--- config.mk ---
export PLATFORM = sky130hd
export DESIGN_NAME = pager_csr
export DESIGN_NICKNAME = d
export VERILOG_FILES = /design/src/source/pager_csr.sv
export VERILOG_INCLUDE_DIRS = /design/src /design/src/source
export SDC_FILE = /design/constraint.sdc
export NUM_CORES = 1
export LEC_CHECK = 0
export BUFFER_PORTS_ARGS = -buffer_cell sky130_fd_sc_hd__buf_2
export CAP_MARGIN = 10
export CORE_MARGIN = 2
export CORE_UTILIZATION = 25
export CTS_BUF_LIST = sky130_fd_sc_hd__clkbuf_16
export CTS_CLUSTER_SIZE = 40
export DETAILED_ROUTE_END_ITERATION = 8
export GPL_TIMING_DRIVEN = 1
export SLEW_MARGIN = 15
export SYNTH_ARGS = -nofsm -noshare
export SYNTH_HDL_FRONTEND = slang
export SYNTH_SLANG_ARGS = --single-unit
--- constraint.sdc ---
create_clock -name clk -period 1.65 [get_ports clk]
set_input_delay 0.33 -clock clk [delete_from_list [all_inputs] [get_ports clk]]
set_output_delay 0.33 -clock clk [all_outputs]
set_load 0.01 [all_outputs]
--- src/source/pager_consts.svh ---
/*
  page-table walker constants
  address widths, walk geometry, entry flag positions and register numbers
*/
`ifndef PAGER_CONSTS_SVH
`define PAGER_CONSTS_SVH

// virtual and physical address widths
`define VA_WIDTH 48
`define PA_WIDTH 44

// walk geometry, 8 KiB pages and 10-bit indices
`define PAGE_SHIFT 13
`define LVL_BITS 10
`define LVL_COUNT 3
`define LVL_LAST (`LVL_COUNT - 1)
// only this level may hold an 8 MiB huge leaf
`define LVL_HUGE 1
`define ROOT_SEL_BIT 43

`define N_CHAN 3

// root pointer register numbers
`define CSR_PAGE0 16'h0c00
`define CSR_PAGE1 16'h0c01

// entry flag bits
`define PTE_VALID 0
`define PTE_WRITE 1
`define PTE_SYS 2
`define PTE_ACC 3
`define PTE_DIRTY 4
`define PTE_GLOBAL 5
`define PTE_HUGE 6

`endif

--- src/source/pager_csr.sv ---
/*
  pager register block
  holds the two root pointers and the paging switch, which turns on
  as soon as either root is written
*/
`timescale 1ns/100ps
`include "pager_consts.svh"

module pager_csr (
  input  logic clk,
  input  logic rst,
  input  logic csr_en,
  input  logic [15:0] csr_no,
  input  logic [63:0] csr_data,
  output logic [63:0] root0,
  output logic [63:0] root1,
  output logic paging_en
);

  logic wr_page0;
  logic wr_page1;

  // register number decode
  assign wr_page0 = csr_en && (csr_no == `CSR_PAGE0);
  assign wr_page1 = csr_en && (csr_no == `CSR_PAGE1);

  always_ff @(posedge clk) begin
    if (rst) begin
      root0 <= '0;
      root1 <= '0;
      paging_en <= 1'b0;
    end else begin
      if (wr_page0) begin
        root0 <= csr_data;
      end
      if (wr_page1) begin
        root1 <= csr_data;
      end
      // no way back to paging off short of reset
      if (wr_page0 || wr_page1) begin
        paging_en <= 1'b1;
      end
    end
  end

endmodule

==> results of run 1 <==
[path summary, 6_finish.rpt]
| check | endpoint | start | slack [ns] | depth (start not counted) |
|---|---|---|---|---|
| min reg2reg | paging_en | paging_en | 0.45 | 2 |
| min | root0[61] | csr_data[61] | 0.18 | 3 |
| max reg2reg | root1[3] | root1[3] | 0.97 | 2 |
| max | root0[22] | csr_no[15] | 0.29 | 6 |
[registers in the layout, indices dropped and copies added (netlist names)]
name / count
root1: 64
paging_en: 1
root0: 64
[metrics by stage]
stage | setup WS, ns | instance area (um^2) | TNS (ns) | utilization
global placement | -0.0725 | 6360 | -5.91 | 0.327
global route | 0.145 | 6940 | 0 | 0.356
floorplan | 0.199 | 4970 | 0 | -
CTS | 0.341 | 6940 | 0 | 0.356
finish | 0.294 | 6940 | 0 | 0.356
detailed placement | -0.106 | 6360 | -6.98 | 0.327
[critical path, delay by kind of cell]
kind,cells,cell delay (ns)
and+or+nand+nor,2,0.53
AOI/OAI and AO/OA,2,0.34
buffers and inverters,2,0.36
[cells in the mapped netlist]
cell	n
inv_1	1
clkbuf_1	53
nor4_2	1
and4_2	1
buf_6	13
o21ai_0	102
nand4_1	1
o21ai_1	26
buf_12	1
buf_2	3
dfxtp_1	129
a21oi_1	129
nand3_1	128
inv_2	1
nor4b_2	3
[cell type report]
cell class,instances,share of cell area
clock buffer,17,0.0613
tap,265,0.0478
timing repair buffer,237,0.206
inverter,2,0.00144
multi-input combinational,391,0.289
sequential,129,0.372
clock inverter,15,0.0222
[where the power goes]
group	leakage [nW]	internal, mW	switching (mW)
clock network	0.289	2.34	1.38
registers	1.04	3.12	0.0000115
logic	1.50	0.115	0.208
total	2.83	5.57	1.58
[cell families (layout without fill, tap and decap cells)]
| group | after synthesis | after routing |
|---|---|---|
| flip-flops | 129 | 129 |
| AO/OA/AOI/OAI | 257 | 257 |
| buffers and inverters | 72 | 271 |
| AND/OR/NAND/NOR | 134 | 134 |
[per-layer routing]
layer  vias up  share of wire  track usage
li1       2509              -            -
met1      2393           0.44        0.192
met2       212           0.46        0.228
met3        10          0.093       0.0619
met4         0         0.0074       0.0342
met5         -              0            0
==> run_results.csv, run 1 <==
group,metric,value,unit
die,initial_core_util,0.255,
logic_synthesis,synth_top_family_by_area,"compound AO/OA/AOI/OAI gates",
final_layout,syn2layout_area_growth,39.5,%
final_layout,ff_latch_area,2580,um^2
worst_setup_path,startpoint_type,"primary input",
power,powerDensity,1030,nW/um^2
global_routing,antenna_found_initial,0,
timing,relSlewSlack,0.644,
drt,ant_nets,0,
final_layout,layout_commonest_cell,"buf_2",
global_routing,grt_pass1_vias,4822,
logic_synthesis,yosys.area_share.simple,0.144,
placement,place_congestion,0.755,
status,status,"finished clean",
drt,wire_per_inst,14.9,um
final_layout,fill_cells,2026,
drt,routed_via_density,4.85,
power,ir_drop,625,uV
drt,drt_iter0_markers,273,
final_layout,stdcell_count,1056,
placement,dp_hpwl,10400,um
logic_synthesis,synth_cell_type_count,15,
clock_tree,cts_setup_buffers,0,
logic_synthesis,synthDominantCellAreaShare,0.520,
timing,fmax,738,MHz
worst_hold_path,hold_path_class,"in2reg",
clock_tree,cts_hold_buf,0,
final_layout,antenna_cells,0,
die,num_io_pins,212,
clock_tree,numCtsBuffers,17,
die,die_area,21000,um^2
timing,drv_slew,0,
die,num_rows,51,
logic_synthesis,synthCells,592,
timing,tightest_slew,0.534,ns
worst_setup_path,worstPathMaxFanout,129,
drt,via_count,5124,
logic_synthesis,syn_avg_cell_area,8.40,um^2
clock_tree,clkTransAtPathRegs,0.06,ns
logic_synthesis,synth-seq-cells,129,
worst_setup_path,crit_slowest_cell,"nor4b_2",
timing,fin_skew,0,ns
logic_synthesis,synth_largest_area_cell,"dfxtp_1",
clock_tree,ctsLongestPathBuffers,2,
drt,drt-total-wl,15800,um
worst_setup_path,path_cells,"buf_2, nor4b_2, nand4_1, buf_12, o21ai_0, a21oi_1",
timing,finalCritPeriodShare,0.822,
die,core,19500,um^2
die,chipWidth,145,um
final_layout,layout_common_cells,"209 x buf_2, 129 x a21oi_1, 129 x dfxtp_1, 128 x nand3_1, 102 x o21ai_0",
logic_synthesis,synth_nets,675,
final_layout,multi_input_area,2000,um^2
clock_tree,cts_sinks,129,
power,total_power,7.15,mW
final_layout,fin_nets,861,
placement,numPortBuffers,211,
clock_tree,ctsRootBufferMaster,"clkbuf_16",
logic_synthesis,synth_mux_area_frac,0,
logic_synthesis,synth-xor-area-share,0,
logic_synthesis,ys_seq_area_frac,0.520,
logic_synthesis,ys_top_cells_by_area,"dfxtp_1 52%, a21oi_1 13%, nand3_1 13%",
timing,finalHoldViolCount,0,
logic_synthesis,synthAdderAreaFrac,0,
drt,dr.pass1.iters,7,
worst_setup_path,end_kind,"register",
global_routing,grt_max_degree,130,
worst_setup_path,crit_arrival,1.64,ns
placement,dp_cells,1024,
global_routing,grt_pass1_wl,25600,um
timing,period_needed,1.36,ns
timing,whs,0.181,ns
final_layout,drive_gt1_frac,0.340,
worst_setup_path,crit_type,"in2reg",
clock_tree,h-tree-depth,4,
logic_synthesis,synth-compound-area-share,0.259,
timing,setup_violations,0,
global_routing,overflow,0,
worst_setup_path,cpPeakStageDelay,0.34,ns
worst_setup_path,worstPathRequired,1.94,ns
die,die_y,145,um
timing,rsz0062_at_grt,"false",
power,p_leak,2.83,nW
clock_tree,cts_tree,"done",
job,maxCapViolCount,0,
clock_tree,cts_resized,0,
clock_tree,clk_latency,0.41,ns
logic_synthesis,synth_warnings,0,
global_routing,grt.total_usage,0.148,
drt,route.detailed.drc,0,
logic_synthesis,syn_area,4970,um^2
Power figures use the tool's default switching activity.
==> run 2: changes to the inputs <==
--- a/config.mk
+++ b/config.mk
@@ -6,6 +6,7 @@
 export SDC_FILE = /design/constraint.sdc
 export NUM_CORES = 1
 export LEC_CHECK = 0
+export ABC_AREA = 1
 export BUFFER_PORTS_ARGS = -buffer_cell sky130_fd_sc_hd__buf_2
 export CAP_MARGIN = 10
 export CORE_MARGIN = 2
==> constraint.sdc (replaced) <==
create_clock -name clk -period 1.3 [get_ports clk]
set_input_delay 0.26 -clock clk [delete_from_list [all_inputs] [get_ports clk]]
set_output_delay 0.26 -clock clk [all_outputs]
set_load 0.01 [all_outputs]
==> run_results.csv, run 2 <==
group,metric,value,unit
final_layout,drive_gt1_frac,0.224,
global_routing,grt_pass1_vias,6044,
drt,wire_per_inst,12.1,um
power,total_power,9.00,mW
clock_tree,cts_resized,0,
drt,route.detailed.drc,0,
die,chipWidth,165,um
clock_tree,h-tree-depth,4,
worst_hold_path,hold_path_class,"in2reg",
final_layout,multi_input_area,2350,um^2
timing,relSlewSlack,0.792,
clock_tree,cts_hold_buf,0,
timing,setup_violations,0,
die,num_rows,58,
worst_setup_path,crit_arrival,0.92,ns
final_layout,fin_area,8670,um^2
worst_setup_path,path_buf_inv,1,
die,initial_core_util,0.256,
placement,numPortBuffers,211,
global_routing,grt.total_usage,0.144,
worst_setup_path,crit_type,"reg2out",
logic_synthesis,synth_mux_area_frac,0,
worst_setup_path,cpPeakStageDelay,0.36,ns
timing,setup_tns,0,ns
logic_synthesis,ys_top_cells_by_area,"dfxtp_1 40%, inv_1 19%, nand2_1 15%",
worst_setup_path,path_cells,"buf_2",
logic_synthesis,synth_nets,1137,
logic_synthesis,synthArstFlopShare,0,
timing,finalCritPeriodShare,0.904,
logic_synthesis,synthAdderAreaFrac,0,
logic_synthesis,syn_avg_cell_area,6.14,um^2
placement,dp_hpwl,13500,um
logic_synthesis,yosys.area_share.simple,0.360,
timing,fin_skew,0,ns
drt,ant_nets,0,
final_layout,fin_nets,1335,
logic_synthesis,syn_area,6470,um^2
logic_synthesis,synth-edff-count,0,
global_routing,grt_pass1_wl,30600,um
logic_synthesis,synthDominantCellAreaShare,0.399,
placement,place_area,8120,um^2
logic_synthesis,ys.flop_type,"dfxtp_1",
clock_tree,numCtsBuffers,17,
power,p_leak,4.79,nW
drt,routed_via_density,4.06,
timing,setup_ws,0.124,ns
global_routing,overflow,0,
clock_tree,cts_sinks,129,
logic_synthesis,synth_largest_area_cell,"dfxtp_1",
final_layout,top_regs,"root0: 64 flops, root1: 64 flops, paging_en: 1 flops",
power,ir_drop,642,uV
placement,dp_slack,-0.319,ns
drt,drt_iter0_markers,376,
final_layout,fill_cells,2767,
placement,place_congestion,0.780,
logic_synthesis,synth-xor-area-share,0,
clock_tree,clkTransAtPathRegs,0.06,ns
worst_setup_path,worstPathRequired,1.04,ns
global_routing,antenna_found_initial,5,
timing,drv_slew,0,
die,die_y,165,um
worst_setup_path,crit_family,"flip-flops",
final_layout,layout_common_cells,"325 x inv_1, 262 x nand2_1, 211 x buf_2, 134 x nor2_1, 129 x dfxtp_1",
power,powerDensity,1040,nW/um^2
final_layout,syn2layout_area_growth,34.0,%
drt,dr.pass1.iters,6,
logic_synthesis,synth_most_common_cell,"inv_1",
worst_setup_path,crit_slowest_cell,"dfxtp_1",
timing,tightest_slew,0.313,ns
clock_tree,clk_latency,0.41,ns
worst_setup_path,startpoint_type,"register",
placement,dp_cells,1563,
clock_tree,ctsLongestPathBuffers,2,
job,maxCapViolCount,0,
clock_tree,ctsRootBufferMaster,"clkbuf_16",
clock_tree,cts_tree,"done",
timing,fmax,851,MHz
global_routing,grt_max_degree,68,
timing,rsz0062_at_grt,"false",
logic_synthesis,synthCells,1054,
drt,via_count,6472,
worst_setup_path,end_kind,"output pin",
drt,drt-total-wl,19400,um
timing,period_needed,1.18,ns
logic_synthesis,synthTopCellsByCount,"326 x inv_1, 262 x nand2_1, 135 x nor2_1",
die,core,25300,um^2
die,num_io_pins,212,
final_layout,layout_commonest_cell,"inv_1",
logic_synthesis,synth_cell_type_count,13,
die,die_area,27200,um^2
logic_synthesis,synth-compound-area-share,0.000773,
worst_setup_path,worstPathMaxFanout,2,
logic_synthesis,synth_top_family_by_area,"simple AND/OR/NAND/NOR gates",
final_layout,stdcell_count,1596,
logic_synthesis,synth-seq-cells,129,
timing,finalHoldViolCount,0,
logic_synthesis,ys_seq_area_frac,0.399,
status,status,"finished clean",
final_layout,ff_latch_area,2580,um^2
logic_synthesis,synth_warnings,0,
==> run 2: repair_timing <==
action                     in CTS  in global routing
buffers inserted                0                  0
setup endpoints to repair       0                  2
hold endpoints to repair        0                  0
==> run 2: power breakdown <==
part           total [mW]  switching (mW)  leakage (nW)  internal, mW
Combinational       0.532           0.320          3.49         0.212
Clock                4.52            1.91         0.261          2.61
Sequential           3.95       0.0000314          1.04          3.95
Total                9.00            2.23          4.79          6.77
==> run 2: metal layers <==
metal,routed length [um],up-vias,GRT usage
met5,41,-,0
li1,-,3450,-
met4,366,6,0.0522
met3,1310,26,0.0465
met1,8380,2834,0.170
met2,9250,156,0.244
==> run 2: cell type report <==
cell class                 instances  area share
clock buffer                      17      0.0490
antenna                            1    0.000289
timing repair buffer             247       0.179
sequential                       129       0.298
multi-input combinational        531       0.271
tap                              330      0.0476
inverter                         326       0.141
clock inverter                    15      0.0140
==> run 2: worst paths after layout <==
| path | endpoint | slack, ns | from | depth (start not counted) |
|---|---|---|---|---|
| setup / recovery | root1[37] | 0.12 | root1[37] | 1 |
| hold / removal | paging_en | 0.05 | rst | 2 |
| setup reg to reg | root1[37] | 0.65 | root1[37] | 4 |
| hold reg to reg | paging_en | 0.45 | paging_en | 2 |
==> run 2: cell families after synthesis <==
group,count (synthesis)
AOI/OAI and AO/OA,1
DFF,129
and+or+nand+nor,530
buffers and inverters,394
==> run 2: metrics by stage <==
stage | util | hold slack, ns
2_1_floorplan | - | 0.329
3_3_place_gp | 0.321 | 0.435
3_5_place_dp | 0.321 | 0.441
4_1_cts | 0.342 | 0.0244
5_1_grt | 0.342 | 0.0337
6_report | 0.342 | 0.0460
